===== src/source/booth_settings.svh =====
/*
 * Global sizing macros for the radix-4 Booth multiplier
 *   BOOTH_OPERAND_W  width of each signed operand
 *   BOOTH_DIGITS     number of radix-4 digits per multiplier
 */

`ifndef BOOTH_SETTINGS_SVH
`define BOOTH_SETTINGS_SVH

// Signed operand width in bits
`define BOOTH_OPERAND_W 32

// Radix-4 recoding retires two multiplier bits per digit
`define BOOTH_DIGITS (`BOOTH_OPERAND_W / 2)

`endif


===== src/source/booth_pkg.sv =====
/*
 * Shared types of the radix-4 Booth multiplier
 *   operand_t, product_t   data widths
 *   step_count_t           digit index
 *   digit_mag_e            recoded digit magnitude
 *   decode_state_e         decode stage FSM states
 */

`default_nettype none

`include "booth_settings.svh"

package booth_pkg;

   // --------------------------------------------------
   // Data types
   // --------------------------------------------------

   // One signed multiplicand or multiplier
   typedef logic signed [`BOOTH_OPERAND_W-1:0] operand_t;

   // Full precision signed product
   typedef logic signed [2*`BOOTH_OPERAND_W-1:0] product_t;

   // Index of the digit being processed, 0 to BOOTH_DIGITS-1
   typedef logic [$clog2(`BOOTH_DIGITS)-1:0] step_count_t;

   // --------------------------------------------------
   // Encodings
   // --------------------------------------------------

   // Magnitude of a Booth digit, sign carried separately
   typedef enum logic [1:0] {
      MAG_ZERO,
      MAG_ONE,
      MAG_TWO
   } digit_mag_e;

   // Decode FSM
   typedef enum logic [1:0] {
      ST_IDLE,
      ST_STEP,
      ST_HOLD
   } decode_state_e;

endpackage

`default_nettype wire


===== src/source/booth_step_if.sv =====
/*
 * Step bus from the decode stage to the execute stage
 *   One recoded Booth digit per cycle, plus framing flags
 *   No ready signal, a valid step is consumed in the same cycle
 */

`timescale 1ns/1ps
`default_nettype none

interface booth_step_if;
   import booth_pkg::*;

   // This cycle carries a digit
   logic       step_valid;
   // Start a new accumulation
   logic       first;
   // Final digit of the current product
   logic       last;
   // Digit magnitude and sign
   digit_mag_e mag;
   logic       neg;
   // Multiplicand, constant over one product
   operand_t   multiplicand;

   // Decode side drives everything
   modport decode_mp (
      output step_valid,
      output first,
      output last,
      output mag,
      output neg,
      output multiplicand
   );

   // Execute side only samples
   modport execute_mp (
      input step_valid,
      input first,
      input last,
      input mag,
      input neg,
      input multiplicand
   );

endinterface

`default_nettype wire


===== src/source/booth_decode.sv =====
/*
 * Decode stage of the Booth multiplier
 *   Input valid/ready handshake and operand capture
 *   Radix-4 recoding of the multiplier, one digit per cycle
 *   Step sequencing FSM with hold on a full result buffer
 */

`timescale 1ns/1ps
`default_nettype none

`include "booth_settings.svh"

module booth_decode (
   input  logic              clk,
   input  logic              rst,
   input  booth_pkg::operand_t a,
   input  booth_pkg::operand_t b,
   input  logic              in_valid_i,
   output logic              in_ready_o,
   input  logic              result_full,
   booth_step_if.decode_mp   step
);
   import booth_pkg::*;

   // Index of the final digit and the digit before it
   localparam step_count_t LAST_STEP  = step_count_t'(`BOOTH_DIGITS - 1);
   localparam step_count_t HOLD_CHECK = step_count_t'(`BOOTH_DIGITS - 2);

   decode_state_e state_q;
   step_count_t   count_q;
   // Low for one cycle after reset so the input does not open early
   logic          armed_q;
   operand_t      mcand_q;
   // Multiplier with a zero guard bit below the LSB
   logic [`BOOTH_OPERAND_W:0] mplier_q;

   logic       accept;
   logic [2:0] triple;
   digit_mag_e mag_d;
   logic       neg_d;

   assign in_ready_o = armed_q && (state_q == ST_IDLE);
   assign accept     = in_valid_i && in_ready_o;

   // --------------------------------------------------
   // Sequencing FSM
   // --------------------------------------------------
   always_ff @(posedge clk) begin
      if (rst) begin
         state_q <= ST_IDLE;
         count_q <= '0;
         armed_q <= 1'b0;
      end else begin
         armed_q <= 1'b1;
         case (state_q)
            ST_IDLE: begin
               if (accept) begin
                  state_q <= ST_STEP;
                  count_q <= '0;
               end
            end
            ST_STEP: begin
               if (count_q == LAST_STEP) begin
                  // Last digit goes out now, input opens next cycle
                  state_q <= ST_IDLE;
               end else begin
                  count_q <= step_count_t'(count_q + 1'b1);
                  // Buffer still busy, keep the last digit back
                  if (count_q == HOLD_CHECK && result_full) begin
                     state_q <= ST_HOLD;
                  end
               end
            end
            ST_HOLD: begin
               if (!result_full) begin
                  state_q <= ST_STEP;
               end
            end
            default: state_q <= ST_IDLE;
         endcase
      end
   end

   // Operand registers, loaded on accept and shifted per digit
   always_ff @(posedge clk) begin
      if (accept) begin
         mcand_q  <= a;
         mplier_q <= {b, 1'b0};
      end else if (state_q == ST_STEP) begin
         mplier_q <= {{2{mplier_q[`BOOTH_OPERAND_W]}}, mplier_q[`BOOTH_OPERAND_W:2]};
      end
   end

   // --------------------------------------------------
   // Radix-4 recoding of bits {2i+1, 2i, 2i-1}
   // --------------------------------------------------
   assign triple = mplier_q[2:0];

   always_comb begin
      case (triple)
         3'b001, 3'b010, 3'b101, 3'b110: mag_d = MAG_ONE;
         3'b011, 3'b100:                 mag_d = MAG_TWO;
         default:                        mag_d = MAG_ZERO;
      endcase
      // 111 is a zero digit, keep it positive
      neg_d = triple[2] && !(triple[1] && triple[0]);
   end

   // Step bus
   assign step.step_valid   = (state_q == ST_STEP);
   assign step.first        = (count_q == '0);
   assign step.last         = (count_q == LAST_STEP);
   assign step.mag          = mag_d;
   assign step.neg          = neg_d;
   assign step.multiplicand = mcand_q;

endmodule

`default_nettype wire


===== src/source/booth_execute.sv =====
/*
 * Execute stage of the Booth multiplier
 *   Partial product from multiplicand, digit magnitude and sign
 *   Shift by twice the digit index and accumulate
 *   One-cycle product_valid pulse after the last digit
 */

`timescale 1ns/1ps
`default_nettype none

`include "booth_settings.svh"

module booth_execute (
   input  logic                clk,
   input  logic                rst,
   booth_step_if.execute_mp    step,
   output booth_pkg::product_t product,
   output logic                product_valid
);
   import booth_pkg::*;

   product_t    acc_q;
   step_count_t idx_q;
   logic        product_valid_q;

   step_count_t idx;
   product_t    mcand_ext;
   product_t    mag_val;
   product_t    signed_val;
   product_t    pp;

   // --------------------------------------------------
   // Partial product
   // --------------------------------------------------
   always_comb begin
      // Digit index restarts with every new product
      idx = step.first ? '0 : idx_q;

      mcand_ext = {{`BOOTH_OPERAND_W{step.multiplicand[`BOOTH_OPERAND_W-1]}},
                   step.multiplicand};

      case (step.mag)
         MAG_ONE: mag_val = mcand_ext;
         MAG_TWO: mag_val = mcand_ext <<< 1;
         default: mag_val = '0;
      endcase

      signed_val = step.neg ? -mag_val : mag_val;
      // Digit i weighs 4^i
      pp = signed_val <<< {idx, 1'b0};
   end

   // Digit counter and done pulse
   always_ff @(posedge clk) begin
      if (rst) begin
         idx_q           <= '0;
         product_valid_q <= 1'b0;
      end else begin
         product_valid_q <= step.step_valid && step.last;
         if (step.step_valid) begin
            idx_q <= step_count_t'(idx + 1'b1);
         end
      end
   end

   // Accumulator
   always_ff @(posedge clk) begin
      if (step.step_valid) begin
         acc_q <= step.first ? pp : acc_q + pp;
      end
   end

   assign product       = acc_q;
   assign product_valid = product_valid_q;

endmodule

`default_nettype wire


===== src/source/booth_multiplier_32x32.sv =====
/*
 * Signed 32x32 radix-4 Booth multiplier, top level
 *   Decode, execute and result stages
 *   Valid/ready handshake on input and output
 */

`timescale 1ns/1ps
`default_nettype none

module booth_multiplier_32x32 (
   input  logic                clk,
   input  logic                rst,
   input  booth_pkg::operand_t a,
   input  booth_pkg::operand_t b,
   input  logic                in_valid_i,
   output logic                in_ready_o,
   output booth_pkg::product_t resultado,
   output logic                out_valid_o,
   input  logic                out_ready_i
);
   import booth_pkg::*;

   // Execute to result
   product_t product;
   logic     product_valid;
   // Result to decode
   logic     result_full;

   // One digit per cycle from decode to execute
   booth_step_if step_bus ();

   // --------------------------------------------------
   // Stages
   // --------------------------------------------------
   booth_decode booth_decode_inst (
      .clk         (clk),
      .rst         (rst),
      .a           (a),
      .b           (b),
      .in_valid_i  (in_valid_i),
      .in_ready_o  (in_ready_o),
      .result_full (result_full),
      .step        (step_bus.decode_mp)
   );

   booth_execute booth_execute_inst (
      .clk           (clk),
      .rst           (rst),
      .step          (step_bus.execute_mp),
      .product       (product),
      .product_valid (product_valid)
   );

   booth_result booth_result_inst (
      .clk           (clk),
      .rst           (rst),
      .product       (product),
      .product_valid (product_valid),
      .resultado     (resultado),
      .out_valid_o   (out_valid_o),
      .out_ready_i   (out_ready_i),
      .result_full   (result_full)
   );

endmodule

`default_nettype wire


===== src/source/booth_result.sv =====
/*
 * Result stage of the Booth multiplier
 *   One-entry product buffer
 *   Output valid/ready handshake
 *   Full flag back to the decode stage
 */

`timescale 1ns/1ps
`default_nettype none

module booth_result (
   input  logic                clk,
   input  logic                rst,
   input  booth_pkg::product_t product,
   input  logic                product_valid,
   output booth_pkg::product_t resultado,
   output logic                out_valid_o,
   input  logic                out_ready_i,
   output logic                result_full
);
   import booth_pkg::*;

   product_t data_q;
   logic     valid_q;
   logic     take;

   // Output transfer on this edge
   assign take = valid_q && out_ready_i;

   // --------------------------------------------------
   // Occupancy
   // --------------------------------------------------
   always_ff @(posedge clk) begin
      if (rst) begin
         valid_q <= 1'b0;
      end else if (product_valid) begin
         // New product wins over a take in the same cycle
         valid_q <= 1'b1;
      end else if (take) begin
         valid_q <= 1'b0;
      end
   end

   // Product register, held until taken
   always_ff @(posedge clk) begin
      if (product_valid) begin
         data_q <= product;
      end
   end

   assign resultado   = data_q;
   assign out_valid_o = valid_q;
   // Buffer frees up on a take, so report busy only when it stays
   assign result_full = valid_q && !out_ready_i;

endmodule

`default_nettype wire


===== config.mk =====
export PLATFORM = sky130hd
export DESIGN_NAME = booth_multiplier_32x32
export DESIGN_NICKNAME = d
export VERILOG_FILES = /design/src/source/booth_pkg.sv /design/src/source/booth_step_if.sv /design/src/source/booth_decode.sv /design/src/source/booth_execute.sv /design/src/source/booth_multiplier_32x32.sv /design/src/source/booth_result.sv
export VERILOG_INCLUDE_DIRS = /design/src /design/src/source
export SDC_FILE = /design/constraint.sdc
export NUM_CORES = 1
export LEC_CHECK = 0
export BUFFER_PORTS_ARGS = -buffer_cell sky130_fd_sc_hd__buf_2
export CELL_PAD_IN_SITES_DETAIL_PLACEMENT = 0
export CELL_PAD_IN_SITES_GLOBAL_PLACEMENT = 1
export CORE_MARGIN = 2
export CORE_UTILIZATION = 35
export CTS_BUF_LIST = sky130_fd_sc_hd__clkbuf_4 sky130_fd_sc_hd__clkbuf_8
export DETAILED_ROUTE_END_ITERATION = 10
export PLACE_DENSITY = 0.67
export SKIP_LAST_GASP = 1
export SYNTH_ARGS = -nofsm -noshare
export SYNTH_HDL_FRONTEND = slang
export SYNTH_HIERARCHICAL = 1
export SYNTH_SLANG_ARGS = --single-unit

===== constraint.sdc =====
create_clock -name clk -period 5.9 [get_ports clk]
set_input_delay 1.18 -clock clk [delete_from_list [all_inputs] [get_ports clk]]
set_output_delay 1.18 -clock clk [all_outputs]
set_load 0.02 [all_outputs]

==> impl_metrics.env, run 1 <==
export IMPL_status="complete, but fails checks"
export IMPL_violations="negative setup slack"
export IMPL_power_density_nw_per_um2=615
export IMPL_cts_tree="done"
export IMPL_drv_cap=0
export IMPL_p_total_mw=13.8
export IMPL_drt_first_pass_iters=8
export IMPL_fin_skew_ns=0.0273
export IMPL_whs_endpoint="booth_result_inst/resultado[8]"
export IMPL_die_h_um=213
export IMPL_die_x_um=213
export IMPL_synth_seq_cells=206
export IMPL_avgSynthCellArea_sq_um=9.04
export IMPL_synth_edf_count=192
export IMPL_slew_headroom_pct=27.9
export IMPL_yosys_cell_types_count=96
export IMPL_diodes=0
export IMPL_drive_above_1_share_pct=42.5
export IMPL_fin_crit_sh_pct=103
export IMPL_num_vias=15465
export IMPL_path_clk_slew_ns=0.06
export IMPL_dp_slack_ns=-0.814
export IMPL_detail_route_wl_per_cell_um=18.7
export IMPL_root_buffer="clkbuf_8"
export IMPL_ir_drop_uv=236
export IMPL_r2r_start="booth_decode_inst/mplier_q[1]"
export IMPL_end_kind="register"
export IMPL_drv_slew=0
export IMPL_hold_viol=0
export IMPL_critPathMostFrequentCell="buf_6"
export IMPL_timing_final_ws_setup_ns=-0.186
export IMPL_cts_htree_levels=2
export IMPL_rsz0062_at_grt="true"
export IMPL_hold_class="register to register"
export IMPL_hold_start="booth_execute_inst/product[8]"
export IMPL_power_switching_mw=6.06
export IMPL_syn_nets=1836
export IMPL_crit_path_start_kind="register"
export IMPL_synth_area_sq_um=15300
export IMPL_min_path_cells=0
export IMPL_r2r_end="booth_execute_inst/product[63]"
export IMPL_slowest_stage="or4b_4"
export IMPL_setup_viol=13
export IMPL_yosysSeqAreaShare_pct=39.6
export IMPL_clockBufferDepth=3
export IMPL_ios=134
export IMPL_crit_required_ns=6.24
export IMPL_cts_sinks=206
export IMPL_drtIter0Drc=1090
export IMPL_p_int_mw=7.75
export IMPL_start_util_pct=35.4
export IMPL_wl_mm=53.4
export IMPL_clkPwrFrac_pct=11.0
export IMPL_num_rows=76
export IMPL_fin_crit_ns=6.09
export IMPL_overflow=0
export IMPL_crit_family="compound AO/OA/AOI/OAI gates"
export IMPL_cts_made_buffers=40
export IMPL_synthCells=1689
export IMPL_rr_worst_depth=26
export IMPL_gp_congestion=0.934
export IMPL_synth_async_reset_ratio_pct=0
export IMPL_hpwl_mm=39.5
export IMPL_grt_max_degree=76
export IMPL_fmax_ghz=0.164
export IMPL_clock_latency_ns=0.61
export IMPL_setup_worst_path_class="register to register"
export IMPL_core_sq_um=43100
export IMPL_seqPwrFrac_pct=14.6
export IMPL_worstMarginPinSlew_ns=1.08
export IMPL_pwr_share_comb_pct=74.4
export IMPL_synthToLayoutAreaGrowth_pct=47.1
export IMPL_startpoint="booth_decode_inst/mplier_q[1]"
export IMPL_arrival_ns=6.43
export IMPL_dieArea_sq_um=45300
export IMPL_yosysWarnings=6
export IMPL_fin_nets=2385
export IMPL_critPathMaxStageDelay_ns=0.55
export IMPL_switching_share_pct=43.9
export IMPL_fin_tns_setup_ns=-1.47
export IMPL_grt_pass1_wl_mm=81.0
export IMPL_io_buffers=133
export IMPL_track_usage_pct=22.9
export IMPL_antenna_found_initial=0
export IMPL_final_util_pct=52.1
export IMPL_drtAntennaViolNets=0
export IMPL_worstPathMaxFanout=7
export IMPL_rrSetupSlack_ns=-0.19
export IMPL_final_common_cell="buf_4"
export IMPL_p_leak_nw=9.08
export IMPL_final_cell_mix="buf_4 (444), edfxtp_1 (192), nor2_1 (168)"
export IMPL_viasPerCell=5.42
export IMPL_grt_pass1_vias=14720
export IMPL_drc=0
export IMPL_critPathBufInv=4
export IMPL_synth_ff_type="edfxtp_1"
-- cells in the mapped netlist (20+ instances only) --
master	number	area [sq um]
edfxtp_1	192	5770
nor2_1	178	668
a21oi_1	177	886
nand2_1	156	586
o21ai_0	137	686
ha_1	78	976
clkbuf_1	63	236
xnor2_1	45	394
mux2i_1	37	370
a22o_1	36	315
inv_1	34	128
nor3_1	33	165
nand3_1	32	160
o21ai_1	32	160
xor2_1	32	280
a21o_1	29	218
a22oi_1	25	188
a211oi_1	20	150
-- area by class of cell --
type | count | area (sq um)
multi-input cells | 1344 | 10300
fillers | 4057 | 20600
clock inverters | 23 | 213
flip-flops and latches | 206 | 6050
repair buffers | 606 | 4390
well taps | 585 | 732
inverters | 40 | 154
clock buffers | 49 | 631
-- registers in the layout, indices dropped and copies added, names as in the netlist, 2 cells and up --
register,cells
booth_result_inst/resultado,64
booth_decode_inst/state_q,2
booth_decode_inst/mplier_q,33
booth_decode_inst/step.multiplicand,32
booth_execute_inst/idx_q,4
booth_execute_inst/product,64
booth_decode_inst/count_q,4
-- metrics by stage --
step           area (sq um)  std cells  hold WS [ns]
2_1_floorplan         15300       1689         0.431
3_3_place_gp          19400       2723         0.450
3_5_place_dp          19400       2723         0.444
4_1_cts               21200       2821         0.463
5_1_grt               22500       2853         0.485
6_report              22500       2853         0.460
-- power groups by stage --
stage	Sequential, mW	Combinational, mW	Clock, mW
floorplan	1.97	4.45	0
global placement	2.03	8.25	0
detailed placement	2.03	8.30	0
CTS	2.01	9.02	1.57
global route	2.03	11.1	1.63
finish	2.01	10.3	1.52
-- metal layers --
metal	track usage (%)	part of all wire [%]
met5	0	0
met4	7.28	3.0
met3	3.31	5.6
met2	36.0	46
met1	32.4	46
-- worst max-delay path by stage --
stage / to / slack (ns) / cells past startpoint
global placement: booth_execute_inst/product[55] / -0.80 / 26
CTS: booth_execute_inst/product[63] / -0.14 / 30
floorplan: booth_execute_inst/product[63] / 0.007 / 28
global route: booth_execute_inst/product[63] / -0.42 / 26
finish: booth_execute_inst/product[63] / -0.19 / 26
detailed placement: booth_execute_inst/product[55] / -0.81 / 30
-- worst register-to-register path, stage by stage, from the launching register on --
cell	delay [ns]
edfxtp_1	0.40
ha_2	0.20
mux2_4	0.29
ha_4	0.33
nor2b_4	0.06
buf_6	0.13
o21a_1	0.21
a2111oi_4	0.33
nand4_1	0.25
a32o_2	0.38
a2111oi_4	0.33
o21ba_4	0.21
buf_6	0.12
mux2i_4	0.19
mux2i_1	0.13
ha_1	0.34
buf_6	0.13
nand2_1	0.06
or4b_4	0.55
nor3_4	0.13
o211ai_1	0.12
nand3_1	0.16
buf_6	0.15
a21oi_4	0.06
o211ai_1	0.22
mux2i_1	0.25
xor2_1	0.09
-- cells by family (layout without fill, tap and decap cells) --
kind of cell    count (synthesis)  in the layout  share of synthesized area [%]
compound gates                632            632                           26.8
xor+xnor                       77             77                           4.42
fa+ha+maj                      79             79                           6.53
buf+inv                       139            718                           4.01
flops                         206            206                           39.6
mux                            44             44                           2.99
simple gates                  512            512                           15.7
-- what timing repair did --
| item | in CTS | in global routing |
|---|---|---|
| gates resized for setup | 145 | 217 |
| cloned | 0 | 1 |
| buffers inserted | 27 | 34 |
| pin swaps | 63 | 116 |
| hold endpoints to repair | 0 | 0 |
| endpoints found under the setup margin | 40 | 43 |
| hold buffers | 0 | 0 |
(Power assumes the default switching activity.)
==> inputs of run 2 (changes only) <==
--- a/config.mk
+++ b/config.mk
@@ -13,7 +13,7 @@
 export CORE_UTILIZATION = 35
 export CTS_BUF_LIST = sky130_fd_sc_hd__clkbuf_4 sky130_fd_sc_hd__clkbuf_8
 export DETAILED_ROUTE_END_ITERATION = 10
-export PLACE_DENSITY = 0.67
+export PLACE_DENSITY = 0.63
 export SKIP_LAST_GASP = 1
 export SYNTH_ARGS = -nofsm -noshare
 export SYNTH_HDL_FRONTEND = slang
==> constraint.sdc (replaced) <==
create_clock -name clk -period 6.1 [get_ports clk]
set_input_delay 1.22 -clock clk [delete_from_list [all_inputs] [get_ports clk]]
set_output_delay 1.22 -clock clk [all_outputs]
set_load 0.005 [all_outputs]
==> run 2 against run 1 <==
  * The flow now finishes without violations
  * Combinational power is 9% lower
  * Design area fell by 3.4%
  * Worst setup slack improved by 0.19 ns
  * Worst hold slack got worse by 0.011 ns
  * Clock skew is 0.015 ns higher
  * Flip-flop and latch count is the same
  * Largest cell class unchanged
  * Highest routed layer unchanged
==> impl_metrics.env, run 2 (same netlist as run 1, synthesis figures left out) <==
export IMPL_cp_num_cells=26
export IMPL_postCtsHoldBufs=0
export IMPL_diodes=0
export IMPL_critPathBufInv=4
export IMPL_drtAntennaViolNets=0
export IMPL_clock_latency_ns=0.62
export IMPL_fin_skew_ns=0.0420
export IMPL_crit_path_start_kind="register"
export IMPL_num_vias=14890
export IMPL_cts_made_buffers=39
export IMPL_die_h_um=213
export IMPL_drc=0
export IMPL_drtIter0Drc=891
export IMPL_final_common_cell="buf_4"
export IMPL_grt_pass1_wl_mm=80.0
export IMPL_fin_crit_sh_pct=99.9
export IMPL_start_util_pct=35.4
export IMPL_overflow=0
export IMPL_r2r_start="booth_decode_inst/mplier_q[1]"
export IMPL_num_rows=76
export IMPL_critPathMaxStageDelay_ns=0.55
export IMPL_viasPerCell=5.31
export IMPL_p_total_mw=12.8
export IMPL_ios=134
export IMPL_rr_worst_depth=26
export IMPL_gp_congestion=0.931
export IMPL_die_x_um=213
export IMPL_path_clk_slew_ns=0.07
export IMPL_rrSetupSlack_ns=0.004
export IMPL_detail_route_wl_per_cell_um=18.8
export IMPL_worstMarginPinSlew_ns=1.03
export IMPL_final_util_pct=50.3
export IMPL_slew_headroom_pct=31.5
export IMPL_startpoint="booth_decode_inst/mplier_q[1]"
export IMPL_slowest_stage="or4b_4"
export IMPL_hpwl_mm=39.5
export IMPL_power_density_nw_per_um2=590
export IMPL_fill_cells=4123
export IMPL_hold_viol=0
export IMPL_end_kind="register"
export IMPL_cts_htree_levels=2
export IMPL_track_usage_pct=22.8
export IMPL_drv_slew=0
export IMPL_p_leak_nw=8.76
export IMPL_hold_class="register to register"
export IMPL_wl_mm=52.7
export IMPL_root_buffer="clkbuf_8"
export IMPL_fmax_ghz=0.164
export IMPL_dieArea_sq_um=45300
export IMPL_setup_worst_path_class="register to register"
export IMPL_fin_tns_setup_ns=0
export IMPL_final_cell_mix="buf_4 (409), edfxtp_1 (192), nor2_1 (168)"
export IMPL_core_sq_um=43100
export IMPL_clockBufferDepth=3
export IMPL_io_buffers=133
export IMPL_fin_crit_ns=6.10
export IMPL_rsz0062_at_grt="true"
export IMPL_drt_first_pass_iters=6
export IMPL_status="complete, no violations"
export IMPL_crit_required_ns=6.47
export IMPL_drv_cap=0
export IMPL_drive_above_1_share_pct=40.1
export IMPL_crit_end="booth_execute_inst/product[63]"
export IMPL_synthToLayoutAreaGrowth_pct=42.1
export IMPL_antenna_found_initial=1
export IMPL_dp_slack_ns=-0.780
export IMPL_cts_tree="done"
export IMPL_fin_nets=2336
export IMPL_cts_sinks=206
export IMPL_arrival_ns=6.47
export IMPL_crit_family="compound AO/OA/AOI/OAI gates"
export IMPL_grt_pass1_vias=14321
export IMPL_worstPathMaxFanout=7
export IMPL_r2r_end="booth_execute_inst/product[63]"
export IMPL_ir_drop_uv=198
export IMPL_setup_viol=0
export IMPL_timing_final_ws_setup_ns=0.00390
export IMPL_grt_max_degree=81
-- run 2: worst min-delay path by stage --
stage | startpoint | endpoint | slack [ns] | cells past startpoint
after floorplan | booth_execute_inst/product[0] | booth_result_inst/resultado[0] | 0.43 | 0
after detailed placement | booth_execute_inst/product[3] | booth_result_inst/resultado[3] | 0.45 | 0
final | booth_execute_inst/product[6] | booth_result_inst/resultado[6] | 0.45 | 0
after CTS | booth_execute_inst/product[6] | booth_result_inst/resultado[6] | 0.45 | 0
after global placement | booth_execute_inst/product_valid | booth_result_inst/out_valid_o | 0.45 | 1
after global routing | booth_execute_inst/product[6] | booth_result_inst/resultado[6] | 0.46 | 0
-- run 2: layout make-up --
type,count,area (sq um),share of cell area (%)
multi-input combinational,1344,9950,45.9
sequential,206,6050,27.9
timing repair buffer,558,3970,18.3
tap,585,732,3.38
clock buffer,48,604,2.79
clock inverter,21,221,1.02
inverter,40,154,0.710
-- run 2: report_power, final --
group	leakage (nW)	total, mW	switching [mW]	internal [mW]
combinational	6.44	9.38	4.81	4.56
clock	0.417	1.47	0.643	0.830
sequential	1.90	1.94	0.113	1.83
total	8.76	12.8	5.57	7.22
-- run 2: through the flow --
step | hold WS, ns | std cells | cell area [sq um]
final | 0.449 | 2802 | 21700
after global routing | 0.461 | 2802 | 21700
after CTS | 0.450 | 2762 | 20400
after detailed placement | 0.453 | 2671 | 19000
after global placement | 0.447 | 2671 | 19000
after floorplan | 0.433 | 1689 | 15300
-- run 2: layer usage --
layer	share of wire [%]	up-vias	global-route usage, %	wire, um
met4	2.7	0	7.79	1420
li1	-	7406	-	-
met3	5.2	81	3.62	2760
met5	0	-	0	0
met1	47	7007	32.5	24800
met2	45	396	35.0	23700
-- run 2: worst reg2reg max path, stage by stage, from the launching register on --
cell and delay (ns):
edfxtp_1 0.39, ha_2 0.19, mux2_4 0.29, ha_4 0.33, nor2b_4 0.07, buf_6 0.13, o21a_1 0.19, a2111oi_4 0.36
nand4_1 0.25, a32o_2 0.37, a2111oi_4 0.35, o21ba_4 0.21, buf_4 0.12, buf_4 0.13, mux2i_4 0.16, mux2i_1 0.12
ha_1 0.39, nand2_2 0.09, or4b_4 0.55, nor3_4 0.14, o211ai_1 0.17, nand3_1 0.14, buf_6 0.14, a21oi_4 0.07
o211ai_1 0.23, mux2i_1 0.24, xor2_1 0.09
-- run 2: repair_timing --
item,4_1_cts,5_1_grt
endpoints found under the hold margin,0,0
resized for setup,90,213
gates cloned,0,1
pin swaps,52,99
setup buffers,22,40
setup endpoints to repair,37,40
